<file path="src/cache_cfg.svh">
// ##########################################################
// cache geometry macros
// index width, word address width, line and way counts
// ##########################################################
`ifndef CACHE_CFG_SVH
`define CACHE_CFG_SVH

`define CACHE_INDEX_BITS     6
`define CACHE_SETS           (1 << `CACHE_INDEX_BITS)
`define CACHE_ADDR_BITS      25
`define CACHE_OFFSET_BITS    2
`define CACHE_WORDS_PER_LINE 4
`define CACHE_WAYS           4

`endif

</file>
<file path="src/cache_pkg.sv">
// ##########################################################
// cache types
// data and address vectors, request structs, way status,
// control FSM states
// ##########################################################
`include "cache_cfg.svh"

package cache_pkg;

    typedef logic [31:0]                                 word_t;
    typedef logic [`CACHE_WORDS_PER_LINE*32-1:0]         line_t;
    typedef logic [3:0]                                  byte_en_t;
    typedef logic [`CACHE_ADDR_BITS-1:0]                 word_addr_t;
    typedef logic [`CACHE_ADDR_BITS-`CACHE_OFFSET_BITS-1:0] line_addr_t;
    typedef logic [`CACHE_INDEX_BITS-1:0]                index_t;
    typedef logic [`CACHE_ADDR_BITS-`CACHE_OFFSET_BITS-`CACHE_INDEX_BITS-1:0] tag_t;
    typedef logic [`CACHE_OFFSET_BITS-1:0]               word_sel_t;
    typedef logic [`CACHE_WAYS-1:0]                      way_mask_t;
    typedef logic [1:0]                                  way_idx_t;
    typedef logic [2:0]                                  plru_t;

    typedef struct packed {
        word_addr_t addr;
        byte_en_t   byte_en;
        word_t      wdata;
        logic       read;
        logic       write;
    } cpu_req_t;

    typedef struct packed {
        line_addr_t line_addr;
        line_t      wdata;
        logic       read;
        logic       write;
    } mem_req_t;

    typedef struct packed {
        tag_t tag;
        logic valid;
        logic dirty;
    } way_status_t;

    typedef enum logic [2:0] {
        IDLE, COMP, HIT_WR, FETCH_REQ, FETCH_WAIT, MERGE, WB_REQ, WB_WAIT
    } cache_state_e;

endpackage

</file>
<file path="src/cache_result.sv">
// ##########################################################
// read response and write-back line select
// word from hit way or memory line, registered with valid
// ##########################################################
`timescale 1ns/1ps
`include "cache_cfg.svh"

module cache_result
    import cache_pkg::*;
(
    input  logic      clk,
    input  logic      rst,
    input  line_t     i_way_line [`CACHE_WAYS],
    input  way_idx_t  i_hit_way,
    input  way_mask_t i_victim_mask,
    input  word_sel_t i_word_sel,
    input  logic      i_rd_hit,
    input  logic      i_rd_fill,
    input  line_t     i_m_rdata,
    output word_t     o_p_rdata,
    output logic      o_p_rdata_valid,
    output line_t     o_wb_line
);

    line_t src_line;

    assign src_line = i_rd_hit ? i_way_line[i_hit_way] : i_m_rdata;

    always_comb begin
        o_wb_line = '0;
        for (int w = 0; w < `CACHE_WAYS; w++) begin
            if (i_victim_mask[w]) o_wb_line = i_way_line[w];  // one-hot
        end
    end

    always_ff @(posedge clk) begin
        if (i_rd_hit || i_rd_fill) o_p_rdata <= src_line[32*i_word_sel +: 32];
    end

    always_ff @(posedge clk) begin
        if (rst) begin
            o_p_rdata_valid <= 1'b0;
        end else begin
            o_p_rdata_valid <= i_rd_hit || i_rd_fill;
        end
    end

endmodule

</file>
<file path="config.mk">
export PLATFORM = sky130hd
export DESIGN_NAME = cache_result
export DESIGN_NICKNAME = d
export VERILOG_FILES = /design/src/cache_pkg.sv /design/src/cache_result.sv
export VERILOG_INCLUDE_DIRS = /design/src
export SDC_FILE = /design/constraint.sdc
export NUM_CORES = 1
export LEC_CHECK = 0
export BUFFER_PORTS_ARGS = -buffer_cell sky130_fd_sc_hd__clkbuf_2
export CORE_AREA = 2 2 314 316
export CTS_CLUSTER_SIZE = 12
export DETAILED_ROUTE_END_ITERATION = 10
export DIE_AREA = 0 0 316 318
export PLACE_DENSITY = 0.3
export SKIP_LAST_GASP = 1
export SYNTH_ARGS = -nofsm -noshare
export SYNTH_HDL_FRONTEND = slang
export SYNTH_SLANG_ARGS = --single-unit
</file>
<file path="constraint.sdc">
create_clock -name clk -period 3.1 [get_ports clk]
set_clock_uncertainty 0.05 [all_clocks]
set_input_delay 0 -clock clk [delete_from_list [all_inputs] [get_ports clk]]
set_output_delay 0 -clock clk [all_outputs]
set_load 0.05 [all_outputs]
</file>
==> summary.md, run 1 <==
| Metric | Value |
|---|---|
| CTS root buffer | `sky130_fd_sc_hd__clkbuf_16` |
| Arrival time reported for the critical path endpoint | `2.00 ns` |
| Post-CTS setup buffer count | `0` |
| Final setup fails | `0` |
| Maximum capacitance violations | `0` |
| Cell with the biggest individual delay on the critical path | `sky130_fd_sc_hd__buf_12` |
| Outcome | `completed` |
| Post-DR vias/cell | `around 4.2` |
| Total via count in the routed design | `approximately 15,000` |
| Portion of total power attributed to the clock network | `0.160` |
| Max-slew headroom | `0.3980` |
| GRT Max-Usage Layer | `met2` |
| Setup repair after global routing missed its margin | `no` |
| Final Wtd Congestion | `between 0.8 and 0.9` |
| Nets | `between 2,000 and 3,000` |
| Buffers from clock root to sink, at most | `2` |
| Count of buffering cells on the critical path with inverters included | `3` |
| Average cell area after synthesis | `6.869 µm²` |
| Worst setup path endpoint | `o_p_rdata[30]` |
| Gates resized, CTS repair | `0` |
| Final wirelength | `between 100,000 and 150,000 µm` |
| Final clock period utilization by the worst path | `0.6356` |
| Unique masters post-synth | `39` |
| Syn_nets | `between 2,000 and 2,500` |
| Final-layout setup total negative slack | `0 ns` |
| Sequential element share of the synthesized area | `0.08777` |
| WS Path Type | `input port to register` |
| Overall power | `4.742 mW` |
| Hold buffer count at cts | `1` |
| Cell area reported after detailed placement | `around 17,000 µm²` |
| Cell family with most CP delay | `buffers and inverters` |
| Worst setup path startpoint | `i_hit_way[0]` |
| Chip height | `approximately 320 µm` |
| Met1 GRT Util | `0.2407` |
| ANT nets after route | `0` |
| Summed instance area of the synthesized netlist | `about 11,000 µm²` |
| Highest Clock Rate | `around 510 MHz` |
| Worst-path cell chain | `buf_8 -> buf_12 -> buf_4 -> mux2i_1 -> nand2_1 -> nand3_1 -> nor3_1 -> or2_1` |
| Number of antenna violations at the first check in global routing | `27` |
| Worst Setup Slack post-DPL | `roughly 0.73 ns` |
| Largest vdd supply drop | `~170 µV` |
| Largest net degree at the start of global routing | `between 100 and 150` |
| Via count of the first global-routing pass | `~16,000` |
| Cts bufs inserted | `5` |
| Post-detailed-route wirelength per cell | `between 20 and 30 µm` |
| Area Overhead vs Synth | `51.27%` |
| HPWL after detailed placement | `between 80,000 and 90,000 µm` |
| Number of slew-limit violations in the final report | `0` |
| Actual slew at the worst max-slew pin | `0.9030 ns` |
| Total GRT Usage | `0.1922` |
| Die width | `316 µm` |
| Type of element capturing the critical path | `register` |
| Most instantiated flip-flop cell in the synthesis netlist | `sky130_fd_sc_hd__edfxtp_1` |
| Gate Count Post-Synth | `1,627` |
| Port-buffer cells | `between 800 and 900` |
| Worst hold-check slack | `between 0.09 and 0.1 ns` |
| Die area | `around 100,000 µm²` |
| Clock-pin slew on the worst setup and hold paths | `around 0.080 ns` |
| Met2 layer usage reported by global route | `0.3477` |
| Critical path depth in cells | `8` |
| Fraction of synthesis flops using an asynchronous set or reset pin | `0` |
| Proportion of power drawn by flip-flops and latches | `0.131` |
| Final setup margin | `between 1 and 1.5 ns` |
| Seq cells post-synth | `33` |
| Startpoint types | `input port` |
| Clock Sinks | `33` |
| CTS HTree Levels | `2` |
| Net Sw Frac | `0.5532` |
| Count of warnings emitted by yosys | `0` |
| Gate power share | `0.709` |
| Global-route met3 utilization | `0.03835` |
| Biggest fanout along the worst timing path | `45` |
| Fin. Hold Viols | `0` |
| Core region area | `between 90,000 and 100,000 µm²` |
| Global route total overflow | `0` |
| Starting utilization of the core area | `0.1147` |
| Number of placed I/O pins | `between 800 and 900` |
| Number of flops mapped to enable cells by yosys | `32` |
| Min-delay worst type | `input port to register` |
| Wire length of the first global-routing pass | `approximately 130,000 µm` |
| Critical path required time | `about 3.1 ns` |
| Std-Cell Rows | `between 100 and 150` |
| Finished layout cell area | `approximately 17,000 µm²` |
| Net Switching | `around 2.6 mW` |
| Number of remaining DRC errors | `0` |
| Cell area power density | `between 200 and 300 nW/µm²` |
| Shortest clock period the worst path allows after layout | `1.970 ns` |
| Iteration-0 DRC count of the detailed router | `around 770` |
| Cell leakage power | `7.605 nW` |
| Initial DRT Pass Iterations | `5` |
| Internal power | `around 2.1 mW` |
| TritonCTS clock tree | `yes` |
| Biggest cell delay along the critical path | `~0.35 ns` |
| Ratio of cells with drive above 1 in the final layout | `0.4222` |
-- worst min-delay path by stage --
stage,cells after the start,startpoint,to,slack [ns]
floorplan,1,rst,o_p_rdata_valid,0.02
global placement,2,rst,o_p_rdata_valid,0.16
detailed placement,2,rst,o_p_rdata_valid,0.16
CTS,3,i_m_rdata[87],o_p_rdata[23],0.08
global route,3,i_m_rdata[87],o_p_rdata[23],0.12
finish,3,i_m_rdata[87],o_p_rdata[23],0.1
-- logic make-up (layout without fill, tap and decap cells) --
logic type | Yosys count | after routing | share of synthesized area
mux | 240 | 240 | 0.2905
flops | 33 | 33 | 0.08777
compound gates | 554 | 554 | 0.2744
other cells | 0 | 6 | 0
buf+inv | 177 | 888 | 0.07927
simple gates | 623 | 623 | 0.2680
-- final cells by class --
class                           instances  area [µm²]
Antenna cell                            6       15.01
Clock buffer                            5       125.1
Clock inverter                          3       68.82
Fill cell                           11350       80510
Multi-Input combinational cell       1417        9318
Sequential cell                        33       980.9
Tap cell                             1287        1610
Timing Repair Buffer                  880        4787
-- power groups by stage --
stage	clock network [mW]	registers, mW	logic (mW)
finish	0.758	0.624	3.36
global route	0.793	0.633	3.61
CTS	0.800	0.628	3.45
detailed placement	0	0.637	3.44
global placement	0	0.640	3.45
floorplan	0	0.866	1.65
-- through the flow --
step                      instances    util
final                          3631  0.1735
after global routing           3626  0.1734
after CTS                      3625  0.1734
after detailed placement       3616  0.1713
after global placement         3616  0.1713
after floorplan                1627       -
-- synth_stat cells (2+ instances only) --
library cell               number  area [µm²]
sky130_fd_sc_hd__a31oi_1       16       100.1
sky130_fd_sc_hd__nand3b_1     128       960.9
sky130_fd_sc_hd__nand2_1      358        1344
sky130_fd_sc_hd__nand4_1        3       18.77
sky130_fd_sc_hd__mux4_1         2       52.55
sky130_fd_sc_hd__o21ai_0      172       860.8
sky130_fd_sc_hd__a41oi_1       16       140.1
sky130_fd_sc_hd__a221oi_2       3       45.04
sky130_fd_sc_hd__o21ai_1        6       30.03
sky130_fd_sc_hd__o21bai_1      16       120.1
sky130_fd_sc_hd__buf_12         4       80.08
sky130_fd_sc_hd__a22oi_1       21       157.7
sky130_fd_sc_hd__buf_4          9       67.56
sky130_fd_sc_hd__mux2i_1      147        1471
sky130_fd_sc_hd__nand3_1       10       50.05
sky130_fd_sc_hd__a211oi_1      17       127.6
sky130_fd_sc_hd__a21oi_1      269        1346
sky130_fd_sc_hd__and3_1        16       100.1
sky130_fd_sc_hd__edfxtp_1      32       960.9
sky130_fd_sc_hd__mux2_2        29       326.6
sky130_fd_sc_hd__buf_8          4       60.06
sky130_fd_sc_hd__buf_2         20       100.1
sky130_fd_sc_hd__and3b_1        2       17.52
sky130_fd_sc_hd__nor3_1        26       130.1
sky130_fd_sc_hd__mux4_2        62        1396
sky130_fd_sc_hd__clkbuf_1     115       431.7
sky130_fd_sc_hd__nor2b_1       17       106.4
sky130_fd_sc_hd__buf_6          7       78.83
sky130_fd_sc_hd__nor2_1        51       191.4
sky130_fd_sc_hd__or2_1          9       56.30
sky130_fd_sc_hd__buf_1         18       67.56
sky130_fd_sc_hd__o21a_1        15       112.6
-- cells in the final DEF (no fill, tap or decap), types with 16 or more instances in the layout --
cell                       synthesis  final
sky130_fd_sc_hd__nor3_1           26     26
sky130_fd_sc_hd__nor2_1           51     51
sky130_fd_sc_hd__edfxtp_1         32     32
sky130_fd_sc_hd__o21ai_0         172    172
sky130_fd_sc_hd__mux4_2           62     62
sky130_fd_sc_hd__a22oi_1          21     21
sky130_fd_sc_hd__nand2_1         358    358
sky130_fd_sc_hd__a211oi_1         17     17
sky130_fd_sc_hd__buf_4             9     57
sky130_fd_sc_hd__nor2b_1          17     17
sky130_fd_sc_hd__a21oi_1         269    269
sky130_fd_sc_hd__mux2_2           29     29
sky130_fd_sc_hd__mux2i_1         147    147
sky130_fd_sc_hd__a41oi_1          16     16
sky130_fd_sc_hd__a31oi_1          16     16
sky130_fd_sc_hd__o21bai_1         16     16
sky130_fd_sc_hd__clkbuf_2          0    803
sky130_fd_sc_hd__nand3b_1        128    128
-- metal layers --
| layer | share of wire | routed length, µm |
|---|---|---|
| met1 | 0.43 | 43470 |
| met2 | 0.50 | 51030 |
| met3 | 0.059 | 5932 |
| met4 | 0.0062 | 631 |
| met5 | 0.0014 | 138 |
-- tightest hold or removal path, cell delays in order --
cell and delay, ns:
sky130_fd_sc_hd__clkbuf_2 0.08, sky130_fd_sc_hd__mux2i_1 0.15, sky130_fd_sc_hd__a221oi_2 0.07
-- registers in the layout (all words and copies together) (netlist names) --
signal,cells
o_p_rdata,32
o_p_rdata_valid,1
(Power assumes the default switching activity.)
==> run 2: changes to the inputs <==
- CORE_AREA: 2 2 314 316 -> 2 2 318 320
- DIE_AREA: 0 0 316 318 -> 0 0 320 322
- clock period: 3.1 -> 1.7 ns (I/O delays scaled with it)
==> summary.md, run 2 (same netlist as run 1, synthesis figures left out) <==
| Metric | Value |
|---|---|
| Cell area power density | `476.6 nW/µm² (+70%)` |
| Number of instances on the worst hold path | `4 (+1)` |
| Die area | `103,000 µm² (+2.5%)` |
| GRT Max-Usage Layer | `met2` |
| Most frequent cells in the layout | `744 x sky130_fd_sc_hd__clkbuf_2, 357 x sky130_fd_sc_hd__nand2_1, 269 x sky130_fd_sc_hd__a21oi_1` |
| Final Wtd Congestion | `0.8192 (-3.4%)` |
| Final clock period utilization by the worst path | `0.9660` |
| Actual slew at the worst max-slew pin | `0.5540 ns (-0.3490 ns)` |
| Port-buffer cells | `812 (unchanged)` |
| Total GRT Usage | `0.1876 (-0.004588)` |
| Max-slew headroom | `0.6307 (+0.2327)` |
| Total via count in the routed design | `16,180 (+4.9%)` |
| Area Overhead vs Synth | `75.36%` |
| Most used cell, CP | `sky130_fd_sc_hd__buf_4` |
| Nets | `3,165 (+5.9%)` |
| Iteration-0 DRC count of the detailed router | `930 (+21%)` |
| Highest Clock Rate | `609.0 MHz` |
| WS Path Type | `input port to register` |
| Clock Sinks | `33 (unchanged)` |
| Final setup fails | `0 (unchanged)` |
| Type of element capturing the critical path | `register` |
| Flip-flop count of the largest register after layout | `32 (unchanged)` |
| Fin. Hold Viols | `0 (unchanged)` |
| Internal power | `4.402 mW (+110%)` |
| Ratio of cells with drive above 1 in the final layout | `0.4678 (+0.04562)` |
| Startpoint types | `input port` |
| Setup repair after global routing missed its margin | `no` |
| Largest registers ranked by flip-flop count | `o_p_rdata x32, o_p_rdata_valid x1` |
| Starting utilization of the core area | `0.1122 (-0.002481)` |
| Count of buffering cells on the critical path with inverters included | `5 (+2)` |
| Met1 GRT Util | `0.2363 (-0.004421)` |
| Critical path required time | `1.81 ns (-1.32 ns)` |
| Chip height | `322 µm (+1.3%)` |
| Std-Cell Rows | `116 (+0.87%)` |
| Number of remaining DRC errors | `0 (unchanged)` |
| Global route total overflow | `0 (unchanged)` |
| Largest Register | `o_p_rdata` |
| Cell family with most CP delay | `buffers and inverters` |
| WHS Endpoint | `o_p_rdata[15]` |
| HPWL after detailed placement | `90,040 µm (+4.1%)` |
| Core region area | `99,570 µm² (+2.2%)` |
| Buffers from clock root to sink, at most | `2 (unchanged)` |
| CTS root buffer | `sky130_fd_sc_hd__clkbuf_16` |
| Maximum capacitance violations | `0 (unchanged)` |
| Cell with the biggest individual delay on the critical path | `sky130_fd_sc_hd__a22oi_1` |
| Biggest fanout along the worst timing path | `13 (-71%)` |
| Cts bufs inserted | `5 (unchanged)` |
| Via count of the first global-routing pass | `16,500 (+4.3%)` |
| Multi-input logic area | `9384 µm² (+0.71%)` |
| Net Sw Frac | `0.5287 (-0.02452)` |
| ANT nets after route | `0 (unchanged)` |
| Shortest clock period the worst path allows after layout | `1.642 ns` |
| CTS HTree Levels | `2 (unchanged)` |
| Met2 layer usage reported by global route | `0.3306 (-0.01709)` |
| Outcome | `completed` |
| Min-delay worst type | `input port to register` |
| Number of placed I/O pins | `813 (unchanged)` |
| Clock-pin slew on the worst setup and hold paths | `0.07 ns (about the same)` |
| Worst hold-check slack | `0.1467 ns (+0.04873 ns)` |
| Final wirelength | `102,100 µm (+0.89%)` |
| Overall power | `9.341 mW (+97%)` |
| Biggest cell delay along the critical path | `0.44 ns (+0.09 ns)` |
| Area taken by flip-flops and latches | `980.9 µm² (unchanged)` |
| Die width | `320 µm (+1.3%)` |
| Largest net degree at the start of global routing | `59 (-46%)` |
| Post-detailed-route wirelength per cell | `26.71 µm (-4.2%)` |
| Wire length of the first global-routing pass | `134,700 µm (+0.34%)` |
| Fill cells | `11,490 (+1.2%)` |
| Cell leakage power | `8.873 nW (+17%)` |
| Gate power share | `0.771 (+0.062)` |
| Worst-path cell chain | `buf_16 -> buf_16 -> buf_4 -> mux2i_1 -> buf_4 -> a22oi_1 -> buf_4 -> o21ai_0 -> o21ai_1` |
| Portion of total power attributed to the clock network | `0.110 (-0.050)` |
| Post-DR vias/cell | `4.234 (-0.36%)` |
| TritonCTS clock tree | `yes` |
| Global-route met3 utilization | `0.03817 (-0.0001797)` |
| Number of antenna violations at the first check in global routing | `38 (+41%)` |
| Number of slew-limit violations in the final report | `0 (unchanged)` |
| HP Start | `i_m_rdata[47]` |
| Proportion of power drawn by flip-flops and latches | `0.119 (-0.012)` |
| Initial DRT Pass Iterations | `5 (unchanged)` |
| Largest vdd supply drop | `303.5 µV (+83%)` |
| Arrival time reported for the critical path endpoint | `1.75 ns (-0.25 ns)` |
| Net Switching | `4.938 mW (+88%)` |
| Most common library cell in the layout ignoring fill and taps | `sky130_fd_sc_hd__clkbuf_2` |
==> run 2: worst min-delay path, stage by stage <==
cell	delay, ns
sky130_fd_sc_hd__clkbuf_2	0.08
sky130_fd_sc_hd__mux2_2	0.15
sky130_fd_sc_hd__nand4_1	0.09
sky130_fd_sc_hd__o21ai_1	0.07
==> run 2: layer usage <==
layer / share of wire / up-vias
li1: - / 7771
met3: 0.062 / 81
met1: 0.42 / 7700
met2: 0.49 / 604
met4: 0.018 / 28
met5: 0.0019 / -
==> run 2: area by class of cell <==
| type | instances | area share |
|---|---|---|
| antenna | 10 | 0.001277 |
| clock buffer | 5 | 0.006384 |
| clock inverter | 3 | 0.0008938 |
| multi-input combinational | 1417 | 0.4788 |
| sequential | 33 | 0.05005 |
| tap | 1298 | 0.08287 |
| timing repair buffer | 1056 | 0.3797 |
==> run 2: worst max-delay path by stage <==
stage,to,startpoint,cells after the start
final,o_p_rdata[21],i_hit_way[0],9
after global routing,o_p_rdata[13],i_hit_way[1],8
after CTS,o_p_rdata[22],i_hit_way[1],9
after detailed placement,o_p_rdata[19],i_hit_way[0],10
after global placement,o_p_rdata[26],i_hit_way[0],7
after floorplan,o_p_rdata[27],i_hit_way[0],6
==> run 2: per-stage QoR <==
stage / cells / cell area (µm²) / util / setup TNS, ns / setup WS (ns)
after floorplan: 1627 / 11180 / - / 0 / 0.04393
after CTS: 3811 / 19510 / 0.1959 / 0 / 0.0001755
final: 3822 / 19600 / 0.1968 / 0 / 0.05785
after global placement: 3800 / 19290 / 0.1937 / -11.82 / -0.5189
after global routing: 3816 / 19580 / 0.1967 / 0 / 0.008707
after detailed placement: 3800 / 19290 / 0.1937 / -12.42 / -0.5946
==> run 2: repair_timing <==
| action | CTS | global route |
|---|---|---|
| endpoints found under the hold margin | 1 | 0 |
| gates cloned | 0 | 1 |
| buffers inserted | 2 | 0 |
| setup endpoints to repair | 26 | 20 |
| resized for setup | 10 | 10 |
| hold buffers | 1 | 0 |
==> run 2: power by group through the flow <==
stage,sequential (mW),combinational (mW),clock [mW]
6_report,1.11,7.20,1.03
5_1_grt,1.13,7.67,1.11
4_1_cts,1.12,7.32,1.10
3_5_place_dp,1.14,7.27,0
3_3_place_gp,1.14,7.30,0
2_1_floorplan,1.58,3.07,0
==> run 3: changes to the inputs <==
- REMOVE_ABC_BUFFERS: not set -> 1
==> summary.md, run 3 (same netlist as run 1, synthesis figures left out) <==
| Metric | Value |
|---|---|
| Number of antenna violations at the first check in global routing | `10 (-74%)` |
| Number of placed I/O pins | `813 (unchanged)` |
| Maximum capacitance violations | `0 (unchanged)` |
| Outcome | `completed` |
| Largest vdd supply drop | `328.1 µV (+8.1%)` |
| Gate power share | `0.736 (-0.035)` |
| Min-delay worst type | `input port to register` |
| Fin. Hold Viols | `0 (unchanged)` |
| Port-buffer cells | `812 (unchanged)` |
| Net Sw Frac | `0.5212 (-0.007494)` |
| Cts bufs inserted | `5 (unchanged)` |
| Post-detailed-route wirelength per cell | `22.01 µm (-18%)` |
| CTS root buffer | `sky130_fd_sc_hd__clkbuf_16` |
| Largest net degree at the start of global routing | `77 (+31%)` |
| Finished layout cell area | `18,800 µm² (-4.1%)` |
| Buffers from clock root to sink, at most | `2 (unchanged)` |
| Largest Register | `o_p_rdata` |
| Biggest fanout along the worst timing path | `11 (-2)` |
| Cell Count Post-Placement | `3,755 (-1.2%)` |
| Number of remaining DRC errors | `0 (unchanged)` |
| Final Wtd Congestion | `0.8414 (+2.7%)` |
| Worst Setup Slack post-DPL | `-0.2117 ns (+0.3829 ns)` |
| Final setup fails | `0 (unchanged)` |
| Arrival time reported for the critical path endpoint | `1.58 ns (-0.17 ns)` |
| Die area | `103,000 µm² (unchanged)` |
| Post-DR vias/cell | `4.202 (-0.76%)` |
| Ratio of cells with drive above 1 in the final layout | `0.4513 (-0.01644)` |
| Net Switching | `4.529 mW (-8.3%)` |
| Final setup margin | `0.06798 ns (+0.01013 ns)` |
| Initial DRT Pass Iterations | `7 (+2)` |
| Clock-pin slew on the worst setup and hold paths | `0.08 ns (about the same)` |
| Highest Clock Rate | `612.7 MHz (+0.62%)` |
| Shortest clock period the worst path allows after layout | `1.632 ns (-0.01013 ns)` |
| Area Overhead vs Synth | `68.20%` |
| Die width | `320 µm (unchanged)` |
| Setup repair after global routing missed its margin | `no` |
| Number of slew-limit violations in the final report | `0 (unchanged)` |
| Most frequent cells in the layout | `760 x sky130_fd_sc_hd__clkbuf_2, 358 x sky130_fd_sc_hd__nand2_1, 269 x sky130_fd_sc_hd__a21oi_1` |
| Most common library cell in the layout ignoring fill and taps | `sky130_fd_sc_hd__clkbuf_2` |
| Startpoint types | `input port` |
| Final clock period utilization by the worst path | `0.9600 (-0.005959)` |
| Clock Sinks | `33 (unchanged)` |
| Cell leakage power | `8.522 nW (-4.0%)` |
| Cell area power density | `462.2 nW/µm² (-3.0%)` |
| HPWL after detailed placement | `70,440 µm (-22%)` |
| Portion of total power attributed to the clock network | `0.136 (+0.026)` |
| Proportion of power drawn by flip-flops and latches | `0.128 (+0.009)` |
| ANT nets after route | `0 (unchanged)` |
| Wire length of the first global-routing pass | `115,300 µm (-14%)` |
| Core region area | `99,570 µm² (unchanged)` |
| Type of element capturing the critical path | `output port` |
| Internal power | `4.160 mW (-5.5%)` |
| Std-Cell Rows | `116 (unchanged)` |
| Starting utilization of the core area | `0.1122 (unchanged)` |
| Cell area reported after detailed placement | `18,630 µm² (-3.4%)` |
| Largest registers ranked by flip-flop count | `o_p_rdata x32, o_p_rdata_valid x1` |
| TritonCTS clock tree | `yes` |
| Overall power | `8.689 mW (-7.0%)` |
| Post-CTS setup buffer count | `0 (-2)` |
| Total via count in the routed design | `15,830 (-2.2%)` |
| Final wirelength | `82,950 µm (-19%)` |
| Actual slew at the worst max-slew pin | `0.5768 ns (+0.02281 ns)` |
| Number of standard cells in the layout, taps in and fillers out | `3,768 (-1.4%)` |
| Total GRT Usage | `0.1525 (-0.03505)` |
| Chip height | `322 µm (unchanged)` |
| Critical path required time | `1.65 ns (-0.16 ns)` |
| Global route total overflow | `0 (unchanged)` |
| Via count of the first global-routing pass | `16,650 (+0.96%)` |
| Nets | `3,117 (-1.5%)` |
| Flip-flop count of the largest register after layout | `32 (unchanged)` |
| WS Path Type | `input port to output port` |
| CTS HTree Levels | `2 (unchanged)` |
| Final-layout setup total negative slack | `0 ns (unchanged)` |
| Max-slew headroom | `0.6114 (-0.01927)` |
| Iteration-0 DRC count of the detailed router | `937 (+0.75%)` |
## run 3: cell count changes in the layout (fill, tap and decap cells not counted), sizes merged
cell	delta
clkinvlp	-1
buf	-62
clkbuf	+17
clkinv	-2
diode	-6
## run 3: timing repair
item                                   CTS  global route
setup endpoints to repair                0             2
hold buffers                             1             0
endpoints found under the hold margin    1             0
gates resized for setup                  0             2
## run 3: stage by stage
stage / hold WS (ns) / util
after floorplan: 0.02161 / -
after global placement: 0.1165 / 0.1871
after detailed placement: 0.1190 / 0.1871
after CTS: 0.04112 / 0.1887
after global routing: 0.09096 / 0.1888
final: 0.07284 / 0.1888
## run 3: routing by layer
layer | wire length [µm] | track usage | part of all wire
met1 | 33000 | 0.1757 | 0.40
met5 | 47 | 0 | 0.00057
met3 | 4883 | 0.03131 | 0.059
met4 | 2647 | 0.05216 | 0.032
met2 | 42370 | 0.2782 | 0.51
## run 3: worst paths after layout
check / startpoint / endpoint / depth (start not counted)
max: i_victim_mask[1] / o_wb_line[70] / 8
min: i_m_rdata[26] / o_p_rdata[26] / 4
## run 3: power by group through the flow
stage | sequential (mW) | clock (mW) | combinational, mW
finish | 1.12 | 1.18 | 6.39
floorplan | 1.58 | 0 | 2.50
CTS | 1.13 | 1.29 | 6.48
global placement | 1.15 | 0 | 6.49
detailed placement | 1.14 | 0 | 6.45
global route | 1.13 | 1.28 | 6.84
## run 3: layout make-up
type	count	area, µm²
fill	11530	80770
multi-input combinational	1417	9318
timing repair buffer	1008	6719
tap	1298	1624
sequential	33	980.9
clock buffer	8	146.4
antenna	4	10.01
## run 3: critical path, cell delays in order
cell and delay [ns]:
sky130_fd_sc_hd__buf_6 0.11, sky130_fd_sc_hd__buf_12 0.15, sky130_fd_sc_hd__buf_4 0.17, sky130_fd_sc_hd__nand3b_1 0.15, sky130_fd_sc_hd__a21oi_1 0.17, sky130_fd_sc_hd__a21oi_1 0.05
sky130_fd_sc_hd__o21ai_0 0.39, sky130_fd_sc_hd__clkbuf_2 0.36
